--- src/ctrl_pkg.sv ---
// Control plane shared definitions
// Widths, opcodes, settings offsets, readback map and the command word

package ctrl_pkg;

   // Widths
   localparam int DATA_W   = 32;
   localparam int ADDR_W   = 8;
   localparam int SEQ_W    = 6;
   localparam int RB_IDX_W = 4;
   localparam int CMD_W    = 48;
   localparam int RSP_W    = 40;

   // Command opcodes, other values are dropped
   localparam logic [1:0] OP_WRITE = 2'd1;
   localparam logic [1:0] OP_READ  = 2'd2;

   // Settings register offsets, misc block at 0, time block at 10
   localparam logic [ADDR_W-1:0] SR_SERDES  = 8'd1;
   localparam logic [ADDR_W-1:0] SR_ADC     = 8'd2;
   localparam logic [ADDR_W-1:0] SR_LED_SW  = 8'd3;
   localparam logic [ADDR_W-1:0] SR_PHY     = 8'd4;
   localparam logic [ADDR_W-1:0] SR_LED_SRC = 8'd6;
   localparam logic [ADDR_W-1:0] SR_TIME_HI = 8'd10;
   localparam logic [ADDR_W-1:0] SR_TIME_LO = 8'd11;

   // Readback map
   localparam logic [RB_IDX_W-1:0] RB_TIME_HI = 4'd10;
   localparam logic [RB_IDX_W-1:0] RB_TIME_LO = 4'd11;
   localparam logic [RB_IDX_W-1:0] RB_COMPAT  = 4'd12;
   localparam logic [RB_IDX_W-1:0] RB_STATUS  = 4'd13;
   localparam logic [RB_IDX_W-1:0] RB_PPS_HI  = 4'd14;
   localparam logic [RB_IDX_W-1:0] RB_PPS_LO  = 4'd15;

   // Major in upper half, minor in lower half
   localparam logic [DATA_W-1:0] COMPAT_NUM    = {16'd11, 16'd1};
   localparam logic [7:0]        LED_SRC_RESET = 8'h1E;

   typedef struct packed {
      logic [1:0]        op;
      logic [SEQ_W-1:0]  seq;
      logic [ADDR_W-1:0] addr;
      logic [DATA_W-1:0] data;
   } set_write_t;

   typedef struct packed {
      logic [1:0]                        op;
      logic [SEQ_W-1:0]                  seq;
      logic [RB_IDX_W-1:0]               rb_idx;
      logic [CMD_W-2-SEQ_W-RB_IDX_W-1:0] rsvd;
   } rb_req_t;

   typedef union packed {
      set_write_t wr;
      rb_req_t    rd;
   } cmd_word_u;

endpackage

--- src/rsp_if.sv ---
// Readback response channel from the settings engine to the egress FIFO
// Credits flow back one per word that leaves the egress

`timescale 1ns/1ns

interface rsp_if;

   logic                         valid;
   logic [ctrl_pkg::SEQ_W-1:0]   seq;
   logic [ctrl_pkg::DATA_W-1:0]  data;
   logic                         credit;

   modport src (output valid, output seq, output data, input credit);
   modport dst (input valid, input seq, input data, output credit);

endinterface

--- src/cmd_ingress.sv ---
// Command ingress FIFO
// Holds host commands and returns one credit upstream per command popped

`timescale 1ns/1ns

module cmd_ingress #(
   parameter int CMD_DEPTH = 4
) (
   input  logic                       dsp_clk,
   input  logic                       por_rst,
   input  logic                       cmd_valid_i,
   input  logic [ctrl_pkg::CMD_W-1:0] cmd_word_i,
   output logic                       cmd_credit_o,
   output logic                       cmd_avail_o,
   output logic [ctrl_pkg::CMD_W-1:0] cmd_word_o,
   input  logic                       cmd_pop_i
);

   localparam int PTR_W = (CMD_DEPTH > 1) ? $clog2(CMD_DEPTH) : 1;
   localparam int CNT_W = $clog2(CMD_DEPTH + 1);

   logic [ctrl_pkg::CMD_W-1:0] mem [CMD_DEPTH];
   logic [PTR_W-1:0]           wr_ptr;
   logic [PTR_W-1:0]           rd_ptr;
   logic [CNT_W-1:0]           count;
   logic                       pop;

   assign cmd_avail_o  = (count != '0);
   assign cmd_word_o   = mem[rd_ptr];
   assign pop          = cmd_pop_i & cmd_avail_o;
   // Credit goes back as soon as the slot frees up
   assign cmd_credit_o = pop;

   // Storage, the host never writes without a credit
   always_ff @(posedge dsp_clk) begin
      if (cmd_valid_i) begin
         mem[wr_ptr] <= cmd_word_i;
      end
   end

   always_ff @(posedge dsp_clk) begin
      if (por_rst) begin
         wr_ptr <= '0;
         rd_ptr <= '0;
         count  <= '0;
      end else begin
         if (cmd_valid_i) begin
            wr_ptr <= (wr_ptr == PTR_W'(CMD_DEPTH - 1)) ? '0 : wr_ptr + 1'b1;
         end
         if (pop) begin
            rd_ptr <= (rd_ptr == PTR_W'(CMD_DEPTH - 1)) ? '0 : rd_ptr + 1'b1;
         end
         case ({cmd_valid_i, pop})
            2'b10:   count <= count + 1'b1;
            2'b01:   count <= count - 1'b1;
            default: count <= count;
         endcase
      end
   end

endmodule

--- src/vita_timer.sv ---
// VITA time counter
// Free-running 64-bit time, set by a high/low write pair, latched on PPS

`timescale 1ns/1ns

module vita_timer (
   input  logic                        dsp_clk,
   input  logic                        por_rst,
   input  logic                        set_stb_i,
   input  logic [ctrl_pkg::ADDR_W-1:0] set_addr_i,
   input  logic [ctrl_pkg::DATA_W-1:0] set_data_i,
   input  logic                        pps_i,
   output logic [63:0]                 vita_time_o,
   output logic [63:0]                 vita_time_pps_o
);

   logic [31:0] time_hi_pend;
   logic        pps_r;
   logic        pps_prev;
   logic        pps_edge;

   assign pps_edge = pps_r & ~pps_prev;

   always_ff @(posedge dsp_clk) begin
      if (por_rst) begin
         vita_time_o     <= '0;
         vita_time_pps_o <= '0;
         time_hi_pend    <= '0;
         pps_r           <= 1'b0;
         pps_prev        <= 1'b0;
      end else begin
         pps_r    <= pps_i;
         pps_prev <= pps_r;
         if (set_stb_i && (set_addr_i == ctrl_pkg::SR_TIME_HI)) begin
            time_hi_pend <= set_data_i;
         end
         // Low word write commits the whole 64 bits
         if (set_stb_i && (set_addr_i == ctrl_pkg::SR_TIME_LO)) begin
            vita_time_o <= {time_hi_pend, set_data_i};
         end else begin
            vita_time_o <= vita_time_o + 64'd1;
         end
         if (pps_edge) begin
            vita_time_pps_o <= vita_time_o;
         end
      end
   end

endmodule

--- src/settings_engine.sv ---
// Settings engine
// Decodes commands, holds the misc registers and LED mux, serves readbacks

`timescale 1ns/1ns

module settings_engine #(
   parameter int RSP_DEPTH = 4
) (
   input  logic                         dsp_clk,
   input  logic                         por_rst,
   input  logic                         cmd_avail_i,
   input  ctrl_pkg::cmd_word_u          cmd_word_i,
   output logic                         cmd_pop_o,
   rsp_if.src                           rsp,
   input  logic [63:0]                  vita_time_i,
   input  logic [63:0]                  vita_time_pps_i,
   input  logic                         clk_status_i,
   input  logic                         link_up_i,
   output logic                         set_stb_o,
   output logic [ctrl_pkg::ADDR_W-1:0]  set_addr_o,
   output logic [ctrl_pkg::DATA_W-1:0]  set_data_o,
   output logic [7:0]                   leds_o,
   output logic [3:0]                   serdes_ctrl_o,
   output logic [3:0]                   adc_ctrl_o,
   output logic                         phy_reset_n_o
);

   localparam int CNT_W = $clog2(RSP_DEPTH + 1);

   logic [CNT_W-1:0]            rsp_credits;
   logic                        is_write;
   logic                        is_read;
   logic [ctrl_pkg::DATA_W-1:0] rb_word;
   logic [ctrl_pkg::DATA_W-1:0] status_word;
   logic [7:0]                  led_hw;
   logic [7:0]                  led_sw;
   logic [7:0]                  led_src;
   logic                        phy_reset;

   ////////////////////////////////////////////////////////////
   // Command decode
   ////////////////////////////////////////////////////////////

   // Reads wait for a response credit, everything else drains
   assign cmd_pop_o = cmd_avail_i &
                      ((cmd_word_i.rd.op != ctrl_pkg::OP_READ) | (rsp_credits != '0));
   assign is_write  = cmd_pop_o & (cmd_word_i.wr.op == ctrl_pkg::OP_WRITE);
   assign is_read   = cmd_pop_o & (cmd_word_i.rd.op == ctrl_pkg::OP_READ);

   // Registered strobe towards the timer
   always_ff @(posedge dsp_clk) begin
      if (por_rst) set_stb_o <= 1'b0;
      else         set_stb_o <= is_write;
   end

   always_ff @(posedge dsp_clk) begin
      set_addr_o <= cmd_word_i.wr.addr;
      set_data_o <= cmd_word_i.wr.data;
   end

   ////////////////////////////////////////////////////////////
   // Misc registers and LEDs
   ////////////////////////////////////////////////////////////

   always_ff @(posedge dsp_clk) begin
      if (por_rst) begin
         serdes_ctrl_o <= '0;
         adc_ctrl_o    <= '0;
         led_sw        <= '0;
         phy_reset     <= 1'b0;
         led_src       <= ctrl_pkg::LED_SRC_RESET;
      end else if (is_write) begin
         case (cmd_word_i.wr.addr)
            ctrl_pkg::SR_SERDES:  serdes_ctrl_o <= cmd_word_i.wr.data[3:0];
            ctrl_pkg::SR_ADC:     adc_ctrl_o    <= cmd_word_i.wr.data[3:0];
            ctrl_pkg::SR_LED_SW:  led_sw        <= cmd_word_i.wr.data[7:0];
            ctrl_pkg::SR_PHY:     phy_reset     <= cmd_word_i.wr.data[0];
            ctrl_pkg::SR_LED_SRC: led_src       <= cmd_word_i.wr.data[7:0];
            default: ;
         endcase
      end
   end

   assign phy_reset_n_o = ~phy_reset;
   assign led_hw        = {4'b0, clk_status_i, link_up_i, 2'b0};
   // Mask bit set picks hardware status
   assign leds_o        = (led_src & led_hw) | (~led_src & led_sw);

   ////////////////////////////////////////////////////////////
   // Readback and response credits
   ////////////////////////////////////////////////////////////

   assign status_word = {30'b0, clk_status_i, link_up_i};

   always_comb begin
      case (cmd_word_i.rd.rb_idx)
         ctrl_pkg::RB_TIME_HI: rb_word = vita_time_i[63:32];
         ctrl_pkg::RB_TIME_LO: rb_word = vita_time_i[31:0];
         ctrl_pkg::RB_COMPAT:  rb_word = ctrl_pkg::COMPAT_NUM;
         ctrl_pkg::RB_STATUS:  rb_word = status_word;
         ctrl_pkg::RB_PPS_HI:  rb_word = vita_time_pps_i[63:32];
         ctrl_pkg::RB_PPS_LO:  rb_word = vita_time_pps_i[31:0];
         default:              rb_word = '1;
      endcase
   end

   always_ff @(posedge dsp_clk) begin
      if (por_rst) begin
         rsp.valid   <= 1'b0;
         rsp_credits <= CNT_W'(RSP_DEPTH);
      end else begin
         rsp.valid <= is_read;
         case ({rsp.credit, is_read})
            2'b10:   rsp_credits <= rsp_credits + 1'b1;
            2'b01:   rsp_credits <= rsp_credits - 1'b1;
            default: rsp_credits <= rsp_credits;
         endcase
      end
   end

   always_ff @(posedge dsp_clk) begin
      rsp.seq  <= cmd_word_i.rd.seq;
      rsp.data <= rb_word;
   end

endmodule

--- src/rsp_egress.sv ---
// Response egress FIFO
// Packs tag and data, sends one word per downstream credit

`timescale 1ns/1ns

module rsp_egress #(
   parameter int RSP_DEPTH = 4
) (
   input  logic                       dsp_clk,
   input  logic                       por_rst,
   rsp_if.dst                         rsp,
   input  logic                       rsp_credit_i,
   output logic                       rsp_valid_o,
   output logic [ctrl_pkg::RSP_W-1:0] rsp_word_o
);

   localparam int PTR_W = (RSP_DEPTH > 1) ? $clog2(RSP_DEPTH) : 1;
   localparam int CNT_W = $clog2(RSP_DEPTH + 1);
   // Host may grant well ahead of traffic
   localparam int DCR_W = 16;

   logic [ctrl_pkg::RSP_W-1:0] mem [RSP_DEPTH];
   logic [PTR_W-1:0]           wr_ptr;
   logic [PTR_W-1:0]           rd_ptr;
   logic [CNT_W-1:0]           count;
   logic [DCR_W-1:0]           dn_credits;
   logic                       send;

   assign send        = (count != '0) & (dn_credits != '0);
   assign rsp_valid_o = send;
   assign rsp_word_o  = mem[rd_ptr];
   assign rsp.credit  = send;

   // Two reserved bits, tag, data
   always_ff @(posedge dsp_clk) begin
      if (rsp.valid) begin
         mem[wr_ptr] <= {2'b00, rsp.seq, rsp.data};
      end
   end

   always_ff @(posedge dsp_clk) begin
      if (por_rst) begin
         wr_ptr     <= '0;
         rd_ptr     <= '0;
         count      <= '0;
         dn_credits <= '0;
      end else begin
         if (rsp.valid) wr_ptr <= (wr_ptr == PTR_W'(RSP_DEPTH - 1)) ? '0 : wr_ptr + 1'b1;
         if (send)      rd_ptr <= (rd_ptr == PTR_W'(RSP_DEPTH - 1)) ? '0 : rd_ptr + 1'b1;
         case ({rsp.valid, send})
            2'b10:   count <= count + 1'b1;
            2'b01:   count <= count - 1'b1;
            default: count <= count;
         endcase
         case ({rsp_credit_i, send})
            2'b10:   dn_credits <= dn_credits + 1'b1;
            2'b01:   dn_credits <= dn_credits - 1'b1;
            default: dn_credits <= dn_credits;
         endcase
      end
   end

endmodule

--- src/ctrl_core_top.sv ---
// Control plane core
// Command ingress, settings engine, VITA timer and response egress

`timescale 1ns/1ns

module ctrl_core_top #(
   parameter int CMD_DEPTH = 4,
   parameter int RSP_DEPTH = 4
) (
   input  logic                       dsp_clk,
   input  logic                       por_rst,
   input  logic                       cmd_valid_i,
   input  logic [ctrl_pkg::CMD_W-1:0] cmd_word_i,
   output logic                       cmd_credit_o,
   input  logic                       rsp_credit_i,
   output logic                       rsp_valid_o,
   output logic [ctrl_pkg::RSP_W-1:0] rsp_word_o,
   input  logic                       pps_i,
   input  logic                       clk_status_i,
   input  logic                       link_up_i,
   output logic [7:0]                 leds_o,
   output logic [3:0]                 serdes_ctrl_o,
   output logic [3:0]                 adc_ctrl_o,
   output logic                       phy_reset_n_o
);

   logic                        cmd_avail;
   logic [ctrl_pkg::CMD_W-1:0]  cmd_word;
   logic                        cmd_pop;
   logic                        set_stb;
   logic [ctrl_pkg::ADDR_W-1:0] set_addr;
   logic [ctrl_pkg::DATA_W-1:0] set_data;
   logic [63:0]                 vita_time;
   logic [63:0]                 vita_time_pps;

   rsp_if rsp_bus ();

   cmd_ingress #(.CMD_DEPTH(CMD_DEPTH)) cmd_ingress_i (
      .dsp_clk(dsp_clk), .por_rst(por_rst),
      .cmd_valid_i(cmd_valid_i), .cmd_word_i(cmd_word_i), .cmd_credit_o(cmd_credit_o),
      .cmd_avail_o(cmd_avail), .cmd_word_o(cmd_word), .cmd_pop_i(cmd_pop)
   );

   settings_engine #(.RSP_DEPTH(RSP_DEPTH)) settings_engine_i (
      .dsp_clk(dsp_clk), .por_rst(por_rst),
      .cmd_avail_i(cmd_avail), .cmd_word_i(cmd_word), .cmd_pop_o(cmd_pop),
      .rsp(rsp_bus.src),
      .vita_time_i(vita_time), .vita_time_pps_i(vita_time_pps),
      .clk_status_i(clk_status_i), .link_up_i(link_up_i),
      .set_stb_o(set_stb), .set_addr_o(set_addr), .set_data_o(set_data),
      .leds_o(leds_o), .serdes_ctrl_o(serdes_ctrl_o), .adc_ctrl_o(adc_ctrl_o),
      .phy_reset_n_o(phy_reset_n_o)
   );

   vita_timer vita_timer_i (
      .dsp_clk(dsp_clk), .por_rst(por_rst),
      .set_stb_i(set_stb), .set_addr_i(set_addr), .set_data_i(set_data),
      .pps_i(pps_i), .vita_time_o(vita_time), .vita_time_pps_o(vita_time_pps)
   );

   rsp_egress #(.RSP_DEPTH(RSP_DEPTH)) rsp_egress_i (
      .dsp_clk(dsp_clk), .por_rst(por_rst),
      .rsp(rsp_bus.dst), .rsp_credit_i(rsp_credit_i),
      .rsp_valid_o(rsp_valid_o), .rsp_word_o(rsp_word_o)
   );

endmodule

--- config.mk ---
export PLATFORM = sky130hd
export DESIGN_NAME = ctrl_core_top
export DESIGN_NICKNAME = d
export VERILOG_FILES = /design/src/ctrl_pkg.sv /design/src/rsp_if.sv /design/src/cmd_ingress.sv /design/src/vita_timer.sv /design/src/settings_engine.sv /design/src/rsp_egress.sv /design/src/ctrl_core_top.sv
export SDC_FILE = /design/constraint.sdc
export NUM_CORES = 1
export LEC_CHECK = 0
export ABC_CLOCK_PERIOD_IN_PS = 4500
export BUFFER_PORTS_ARGS = -buffer_cell sky130_fd_sc_hd__buf_2
export CORE_MARGIN = 2
export CORE_UTILIZATION = 50
export DETAILED_ROUTE_END_ITERATION = 10
export PLACE_DENSITY = 0.71
export SLEW_MARGIN = 20
export SYNTH_ARGS = -nofsm -noshare
export SYNTH_HDL_FRONTEND = slang
export SYNTH_SLANG_ARGS = --single-unit
--- constraint.sdc ---
create_clock -name dsp_clk -period 4.5 [get_ports dsp_clk]
set_input_delay 0.225 -clock dsp_clk [delete_from_list [all_inputs] [get_ports dsp_clk]]
set_output_delay 0.225 -clock dsp_clk [all_outputs]
set_load 0.01 [all_outputs]
==> flow_summary.yaml, run 1 <==
timing:
  fin_setup_tns_ns: 0
  finalSetupViolations: 0
  rsz0062_at_grt: "no"
  setup_ws_ns: 0.346
  tightest_slew_ns: 1.09
  hold_viol_final: 0
  fmax_mhz: 241
  maxSlewViolCount: 0
  period_needed_ns: 4.15
  slew_headroom: 0.271
  finClkSkew_ns: 0.0152
  min_period_over_period: 0.923
cells_and_area:
  drive_above_1_share: 0.164
  fin_nets: 2182
  nFillCells: 4046
  insertedDiodeCount: 0
  area_growth_pct: 14.9
synthesis:
  postSynthAreaPerCell_um2: 12.7
  synth.distinct_cells: 80
  synthXorXnorAreaFrac: 0.0232
  synth_edf_count: 344
  synth_ff_type: "edfxtp_1"
  syn_area_um2: 25300
  ys_seq_area_frac: 0.649
  ys_warn_count: 0
  ys_ff_latch: 648
  synth_top_area_cell: "edfxtp_1"
  async_flop_share: 0
  synth.area.mux_share: 0.0974
  netlist_instances: 1985
  synth-compound-area-share: 0.0833
  synth_top_area_frac: 0.408
  synth_top_family_by_area: "simple AND/OR/NAND/NOR gates"
  synthSimpleGateAreaFrac: 0.110
  synthAdderAreaFrac: 0.0108
  synth_area_leaders: "edfxtp_1, dfxtp_1, mux4_2"
  synth_common_cells: "edfxtp_1, dfxtp_1, nand2_1"
  yosysMostFrequentCell: "edfxtp_1"
global_routing:
  grt_pass1_wl_um: 85100
  antenna_found_initial: 1
  grt_pass1_vias: 15600
  grt_max_degree: 123
  grt-ovfl-total: 0
  grt_use_total: 0.205
placement:
  port-buffer-count: 111
  dpl_worst_slack_ns: 0.421
  dp_hpwl_um: 33300
  gp_congestion: 0.799
outcome:
  status: "finished clean"
cts:
  cts_num_sinks: 648
  root_buffer: "clkbuf_16"
  numCtsBuffers: 61
  htree_levels: 2
  clk_pin_slew_worst_paths_ns: 0.06
  insertion_delay_ns: 0.62
  cts_tree: "yes"
  post-cts-setup-buffer-count: 0
  ctsLongestPathBuffers: 3
detailed_routing:
  drc: 0
  drt_pass1_iterations: 5
  routedWlPerCell_um: 19.2
  drt-initial-drc-count: 1385
  postRouteAntennaNets: 0
  wirelength_um: 54400
  vias_per_cell: 5.61
  num_vias: 15900
min_path:
  hold_path_class: "primary input to register"
  hold-path-cell-count: 2
critical_path:
  cp-end-kind: "register"
  arrival_ns: 4.66
  critical_path.startpoint_type: "register"
  critical_path_class: "register to register"
  rr_worst_depth: 13
  cp.required_ns: 5.01
  reg2reg_setup_slack_ns: 0.35
  worst-path-max-fanout: 11
power_and_ir_drop:
  power_density_nw_per_um2: 519
  vdd.ir_drop.worst_mv: 0.412
  cellLeakagePower_nw: 10.0
flow_run:
  maxCapViolations: 0
floorplan:
  core_area_um2: 50100
  rows: 82
  die_area_um2: 52400
  die_x_um: 229
  start_util: 0.505
  fp.dieH_um: 229
  num_io_pins: 114
## stage by stage
| step | hold WS, ns | power (W) | instance area, um^2 | utilization | instances |
|---|---|---|---|---|---|
| floorplan | 0.324 | 0.00890 | 25300 | - | 1986 |
| global placement | 0.436 | 0.00969 | 26400 | 0.528 | 2666 |
| detailed placement | 0.441 | 0.00978 | 26400 | 0.528 | 2666 |
| CTS | 0.151 | 0.0152 | 29000 | 0.580 | 2831 |
| global route | 0.182 | 0.0157 | 29000 | 0.580 | 2831 |
| finish | 0.142 | 0.0151 | 29000 | 0.580 | 2831 |
## path summary, 6_finish.rpt
check / end / start
worst min register to register: vita_timer_i.vita_time_pps_o[59] / vita_timer_i.vita_time_o[59]
worst max register to register: rsp_egress_i.dn_credits[14] / rsp_egress_i.dn_credits[7]
worst max-delay path: rsp_egress_i.dn_credits[14] / rsp_egress_i.dn_credits[7]
worst min-delay path: cmd_ingress_i.count[0] / por_rst
## timing repair
item / CTS / global route
resized for setup: 0 / 0
hold endpoints to repair: 194 / 0
hold buffers: 50 / 0
## where the power goes
| part | switching, W | leakage [nW] | internal [W] |
|---|---|---|---|
| Combinational | 0.00136 | 3.40 | 0.000934 |
| Sequential | 0.000465 | 5.60 | 0.00694 |
| Clock | 0.00218 | 1.03 | 0.00320 |
| Total | 0.00401 | 10.0 | 0.0111 |
## registers in the layout, summed over array words and instances, names as in the netlist, 16 cells and up, named ones only
register                      count
rsp_egress_i.mem                152
cmd_ingress_i.mem               192
rsp_egress_i.dn_credits          16
vita_timer_i.vita_time_o         64
settings_engine_i.rsp.data       32
settings_engine_i.set_data_o     32
vita_timer_i.vita_time_pps_o     64
vita_timer_i.time_hi_pend        32
## layout make-up
type / count / area (um^2) / share of cell area
multi-input combinational: 1171 / 8260 / 0.284
clock inverter: 41 / 489 / 0.0168
sequential: 648 / 16400 / 0.565
tap: 672 / 841 / 0.0289
timing repair buffer: 186 / 1260 / 0.0435
inverter: 39 / 146 / 0.00504
clock buffer: 74 / 1630 / 0.0560
## cells in the final DEF, fill, tap and decap left out, types with 6 or more instances in the layout
cell type / Yosys / layout
edfxtp_1: 344 / 344
a221oi_1: 25 / 25
nor2b_1: 19 / 17
nor2_1: 138 / 138
buf_4: 2 / 24
nand4_1: 19 / 19
inv_1: 37 / 37
a311oi_1: 11 / 11
xnor2_1: 25 / 25
mux4_2: 84 / 84
clkinv_2: 0 / 11
nand2b_1: 10 / 9
clkbuf_1: 99 / 10
or3_1: 22 / 22
buf_2: 11 / 110
and2_2: 0 / 8
nor4_1: 10 / 10
ha_1: 17 / 17
mux2_2: 6 / 6
mux2i_1: 48 / 48
a211oi_1: 50 / 50
dfxtp_1: 304 / 301
a21oi_1: 142 / 142
nand3_1: 27 / 27
o21ai_0: 56 / 56
nand2_1: 287 / 286
bufinv_16: 0 / 11
a31oi_1: 6 / 6
xor2_1: 42 / 42
clkinv_1: 1 / 12
dlygate4sd3_1: 0 / 50
clkbuf_16: 0 / 63
and3_1: 11 / 11
nor3_1: 16 / 16
## critical path, cell delays in order, from the launching register on
cell and delay, ns:
dfxtp_1 0.42, or4_1 0.67, o32ai_1 0.34, inv_1 0.23
ha_1 0.38, xor2_1 0.19, ha_1 0.24, nor4_1 0.17
a31oi_1 0.10, o2111a_1 0.19, o21ai_0 0.34, o21ba_2 0.19
mux2i_1 0.22, mux2_2 0.35
## per-layer routing
metal | GRT usage | up-vias | wire length (um)
met5 | 0 | - | 10
met4 | 0.0668 | 2 | 1350
met3 | 0.0314 | 94 | 3250
met2 | 0.331 | 472 | 25800
met1 | 0.286 | 7765 | 24000
li1 | - | 7535 | -
## kinds of logic after synthesis
| logic type | Yosys count |
|---|---|
| AND/OR/NAND/NOR | 604 |
| adder cells (fa/ha/maj) | 20 |
| other | 1 |
| multiplexers | 140 |
| AO/OA/AOI/OAI | 338 |
| buffers and inverters | 167 |
| flip-flops | 648 |
| XOR/XNOR | 67 |
Power figures use the tool's default switching activity.
==> run 2: changes to the inputs <==
--- a/config.mk
+++ b/config.mk
@@ -6,11 +6,13 @@
 export NUM_CORES = 1
 export LEC_CHECK = 0
 export ABC_CLOCK_PERIOD_IN_PS = 4500
-export BUFFER_PORTS_ARGS = -buffer_cell sky130_fd_sc_hd__buf_2
+export CELL_PAD_IN_SITES_DETAIL_PLACEMENT = 1
+export CELL_PAD_IN_SITES_GLOBAL_PLACEMENT = 1
 export CORE_MARGIN = 2
 export CORE_UTILIZATION = 50
 export DETAILED_ROUTE_END_ITERATION = 10
-export PLACE_DENSITY = 0.71
+export DONT_BUFFER_PORTS = 1
+export PLACE_DENSITY = 0.8
 export SLEW_MARGIN = 20
 export SYNTH_ARGS = -nofsm -noshare
 export SYNTH_HDL_FRONTEND = slang
==> flow_summary.yaml, run 2 (same netlist as run 1, synthesis figures left out) <==
timing:
  slew_headroom: 0.277
  min_period_over_period: 0.920
  finalSetupViolations: 0
  maxSlewViolCount: 0
  rsz0062_at_grt: "no"
  tightest_slew_ns: 1.08
  period_needed_ns: 4.14
  hold_viol_final: 0
  fin_setup_tns_ns: 0
  fmax_mhz: 242
  finClkSkew_ns: 0.0127
critical_path:
  worst-path-max-fanout: 13
  crit_chain: "or4_1 -> o32ai_1 -> inv_1 -> buf_4 -> ha_1 -> clkinv_1 -> a31oi_1 -> o2111a_1 -> o21ai_0 -> o21ba_2 -> mux2i_1 -> mux2_2"
  cp-end-kind: "register"
  reg2reg_from: "rsp_egress_i.dn_credits[7]"
  cp.required_ns: 4.98
  crit_path_top_delay_cell: "or4_1"
  critical_path_class: "register to register"
  arrival_ns: 4.62
  startpoint: "rsp_egress_i.dn_credits[7]"
  max_stage_delay_ns: 0.68
  reg2reg_setup_slack_ns: 0.36
  critPathBufInv: 3
  critical-path-top-delay-family: "compound AO/OA/AOI/OAI gates"
  critical_path.startpoint_type: "register"
cells_and_area:
  fin_nets: 2077
  final_cell_area_um2: 28600
  layout_common_cells: "edfxtp_1, dfxtp_1, nand2_1"
  fin_util: 0.572
  drive_above_1_share: 0.120
  largest_register_ffs: 192
  top_register: "cmd_ingress_i.mem"
  layout_commonest_cell: "edfxtp_1"
  area_growth_pct: 13.1
  top_regs: "cmd_ingress_i.mem: 192 flops, rsp_egress_i.mem: 152 flops"
placement:
  gp_congestion: 0.830
  port-buffer-count: 0
  dp_hpwl_um: 36600
  place_area_um2: 25800
cts:
  numCtsBuffers: 69
  ctsHoldBuffers: 52
  cts-resized-gates: 0
  cts_tree: "yes"
  ctsLongestPathBuffers: 3
  insertion_delay_ns: 0.59
  cts_num_sinks: 648
  htree_levels: 3
  root_buffer: "clkbuf_16"
  clk_pin_slew_worst_paths_ns: 0.06
  post-cts-setup-buffer-count: 0
detailed_routing:
  wirelength_um: 59400
  drc: 0
  postRouteAntennaNets: 0
  routedWlPerCell_um: 21.8
  num_vias: 15800
  drt-initial-drc-count: 1235
  vias_per_cell: 5.79
  drt_pass1_iterations: 5
floorplan:
  start_util: 0.505
  fp.dieH_um: 229
  die_x_um: 229
  rows: 82
  num_io_pins: 114
  core_area_um2: 50100
  die_area_um2: 52400
min_path:
  min-delay-start: "link_up_i"
  hold_path_class: "primary input to register"
power_and_ir_drop:
  vdd.ir_drop.worst_mv: 0.362
  power_density_nw_per_um2: 531
  cellLeakagePower_nw: 9.64
flow_run:
  maxCapViolations: 0
global_routing:
  grt_pass1_wl_um: 94900
  grt_pass1_vias: 16800
  grt_use_total: 0.229
  grt_max_degree: 227
  grt-ovfl-total: 0
  antenna_found_initial: 2
outcome:
  status: "finished clean"
run 2: worst paths after layout:
check                                        to  depth (start not counted)
setup / recovery    rsp_egress_i.dn_credits[14]                         12
hold / removal    settings_engine_i.rsp.data[0]                          3
setup reg to reg    rsp_egress_i.dn_credits[14]                         12
hold reg to reg   vita_timer_i.time_hi_pend[14]                          2
run 2: report_power, final:
part	switching [W]	internal, W	total [W]
combinational	0.00133	0.000846	0.00218
clock	0.00225	0.00338	0.00563
sequential	0.000462	0.00694	0.00740
total	0.00405	0.0112	0.0152
run 2: layout make-up:
| cell class | instances | area, um^2 |
|---|---|---|
| Antenna cell | 1 | 2.50 |
| Clock buffer | 101 | 2000 |
| Clock inverter | 23 | 249 |
| Fill cell | 4966 | 21500 |
| Inverter | 39 | 146 |
| Multi-Input combinational cell | 1171 | 8260 |
| Sequential cell | 648 | 16400 |
| Tap cell | 672 | 841 |
| Timing Repair Buffer | 73 | 696 |
run 2: per-layer routing:
layer / GRT usage / up-vias / wire length (um)
met5: 0 / - / 11
met4: 0.0739 / 2 / 1330
met1: 0.307 / 8090 / 26600
li1: - / 7312 / -
met2: 0.382 / 297 / 29100
met3: 0.0397 / 101 / 2360
run 2: through the flow:
stage / cells / hold slack [ns] / worst slack [ns] / total power, W
after floorplan: 1986 / 0.324 / 0.381 / 0.00890
after global placement: 2551 / 0.308 / 0.497 / 0.00946
after detailed placement: 2551 / 0.317 / 0.442 / 0.00961
after CTS: 2727 / 0.0141 / 0.397 / 0.0153
after global routing: 2727 / 0.0383 / 0.127 / 0.0158
final: 2728 / 0.0453 / 0.361 / 0.0152
run 2: worst register-to-register path, delay by kind of cell (launching register included):
family / cells / cell delay (ns)
compound gates: 5 / 1.36
flops: 1 / 0.41
simple gates: 1 / 0.68
buf+inv: 3 / 0.65
fa+ha+maj: 1 / 0.36
mux: 2 / 0.56
==> run 3: changes to the inputs <==
--- a/config.mk
+++ b/config.mk
@@ -16,4 +16,5 @@
 export SLEW_MARGIN = 20
 export SYNTH_ARGS = -nofsm -noshare
 export SYNTH_HDL_FRONTEND = slang
+export SYNTH_HIERARCHICAL = 1
 export SYNTH_SLANG_ARGS = --single-unit
==> flow_summary.yaml, run 3 <==
floorplan:
  die_area_um2: 54600
  die_x_um: 234
  core_area_um2: 52300
  rows: 84
  fp.dieH_um: 234
  num_io_pins: 114
  start_util: 0.504
cts:
  cts_tree: "yes"
  insertion_delay_ns: 0.62
  clk_pin_slew_worst_paths_ns: 0.06
  numCtsBuffers: 67
  htree_levels: 3
  cts_num_sinks: 648
  ctsLongestPathBuffers: 3
  root_buffer: "clkbuf_16"
placement:
  dp_hpwl_um: 41000
  port-buffer-count: 0
  gp_congestion: 0.806
  dpl_worst_slack_ns: 0.359
timing:
  min_period_over_period: 0.899
  slew_headroom: 0.265
  hold_viol_final: 0
  tightest_slew_ns: 1.10
  rsz0062_at_grt: "no"
  period_needed_ns: 4.04
  finClkSkew_ns: 0.0181
  fmax_mhz: 247
  setup_ws_ns: 0.456
  maxSlewViolCount: 0
  fin_setup_tns_ns: 0
  finalSetupViolations: 0
  holdWs_ns: 0.0157
power_and_ir_drop:
  vdd.ir_drop.worst_mv: 0.289
  pwr-share-seq: 0.471
  combPwrFrac: 0.153
  switching_share: 0.273
  p_sw_w: 0.00425
  power.internal_w: 0.0113
  clkPwrFrac: 0.376
  cellLeakagePower_nw: 9.78
  power_density_nw_per_um2: 524
detailed_routing:
  wirelength_um: 66100
  drt-initial-drc-count: 1108
  num_vias: 16400
  vias_per_cell: 5.90
  postRouteAntennaNets: 0
  drt_pass1_iterations: 7
  drc: 0
  routedWlPerCell_um: 23.7
synthesis:
  syn_area_um2: 26400
  postSynthAreaPerCell_um2: 13.0
  synth_top_family_by_area: "simple AND/OR/NAND/NOR gates"
  synth_area_leaders: "edfxtp_1, dfxtp_1, mux4_2"
  yosysMostFrequentCell: "edfxtp_1"
  ys_ff_latch: 648
  ys_warn_count: 6
  synthSimpleGateAreaFrac: 0.126
  synth.distinct_cells: 96
  synth.area.mux_share: 0.0916
  synth_top_area_frac: 0.392
  synth_edf_count: 344
  async_flop_share: 0
  synth_common_cells: "edfxtp_1, dfxtp_1, nand2_1"
  netlist_instances: 2027
  synthXorXnorAreaFrac: 0.0246
  ys_seq_area_frac: 0.622
  synth_ff_type: "edfxtp_1"
  synth_top_area_cell: "edfxtp_1"
  synth-compound-area-share: 0.0948
  synthAdderAreaFrac: 0.0103
critical_path:
  critical_path.startpoint_type: "register"
  r2r-end: "rsp_egress_i/dn_credits[10]"
  arrival_ns: 4.54
  cp.required_ns: 5.00
  cp-end-kind: "register"
  worstSetupEndpoint: "rsp_egress_i/dn_credits[10]"
  worst-path-max-fanout: 9
  rr_worst_depth: 13
  critical_path_class: "register to register"
  startpoint: "rsp_egress_i/dn_credits[9]"
  reg2reg_from: "rsp_egress_i/dn_credits[9]"
  reg2reg_setup_slack_ns: 0.46
global_routing:
  grt-ovfl-total: 0
  antenna_found_initial: 4
  grt_pass1_vias: 17600
  grt_use_total: 0.245
  grt_max_degree: 236
  grt_pass1_wl_um: 102000
cells_and_area:
  layout_common_cells: "edfxtp_1, dfxtp_1, nand2_1"
  drive_above_1_share: 0.149
  fin_util: 0.568
  fin_nets: 2115
  area_growth_pct: 12.7
  layout_commonest_cell: "edfxtp_1"
  top_regs: "cmd_ingress_i/mem: 192 flops, rsp_egress_i/mem: 152 flops"
  top_register: "cmd_ingress_i/mem"
  largest_register_ffs: 192
outcome:
  status: "finished clean"
flow_run:
  maxCapViolations: 0
min_path:
  hold_path_class: "primary input to register"
run 3: layout make-up:
cell class	instances	area, um^2
antenna	2	5.00
clock buffer	92	1920
clock inverter	29	428
fill	5105	22600
inverter	35	131
multi-input combinational	1210	9220
sequential	648	16400
tap	688	861
timing repair buffer	78	736
run 3: logic make-up (layout without fill, tap and decap cells):
logic type	after synthesis	after routing
xor gates and xnor gates	74	74
adders and majority gates	20	20
buffers and inverters	170	234
muxes	133	133
and+or+nand+nor	644	644
AOI/OAI and AO/OA	337	337
DFF	648	648
other	1	4
run 3: metal layers:
metal	wire, um	GRT usage
met1	28600	0.320
met2	32600	0.409
met3	3030	0.0481
met4	1810	0.0831
met5	23	0
run 3: what timing repair did:
item / CTS / global route
endpoints found under the setup margin: 0 / 1
endpoints found under the hold margin: 419 / 0
hold buffers: 53 / 0
setup buffers: 0 / 0
gates resized for setup: 0 / 1
run 3: worst min path at each step:
stage                         start                       endpoint  slack [ns]  depth (start not counted)
after floorplan             por_rst         cmd_ingress_i/count[2]        0.29                          1
after global placement      por_rst     rsp_egress_i/dn_credits[7]        0.31                          1
after detailed placement    por_rst     rsp_egress_i/dn_credits[7]        0.31                          1
after CTS                 link_up_i  settings_engine_i/rsp.data[0]        0.01                          3
after global routing      link_up_i  settings_engine_i/rsp.data[0]        0.08                          3
final                     link_up_i  settings_engine_i/rsp.data[0]        0.02                          3
run 3: worst max-delay path: stages (launching register included):
cell	delay, ns
dfxtp_1	0.40
nor4_2	0.40
nand3_1	0.21
nor4_1	0.31
nor2_1	0.11
ha_1	0.22
xor2_1	0.14
ha_1	0.21
a21boi_1	0.22
o22ai_1	0.16
or4b_4	0.59
and4b_1	0.25
a2111oi_2	0.37
mux2_1	0.35
run 3: power groups by stage:
stage	sequential, W	clock, W	combinational, W
6_report	0.00734	0.00585	0.00239
2_1_floorplan	0.00717	0	0.00187
5_1_grt	0.00741	0.00618	0.00255
4_1_cts	0.00734	0.00594	0.00238
3_3_place_gp	0.00739	0	0.00221
3_5_place_dp	0.00746	0	0.00226
run 3: through the flow:
stage / cells / instance area (um^2) / total power [W]
5_1_grt: 2782 / 29700 / 0.0161
3_3_place_gp: 2606 / 26800 / 0.00960
2_1_floorplan: 2028 / 26400 / 0.00904
4_1_cts: 2780 / 29700 / 0.0157
3_5_place_dp: 2606 / 26800 / 0.00972
6_report: 2782 / 29700 / 0.0156
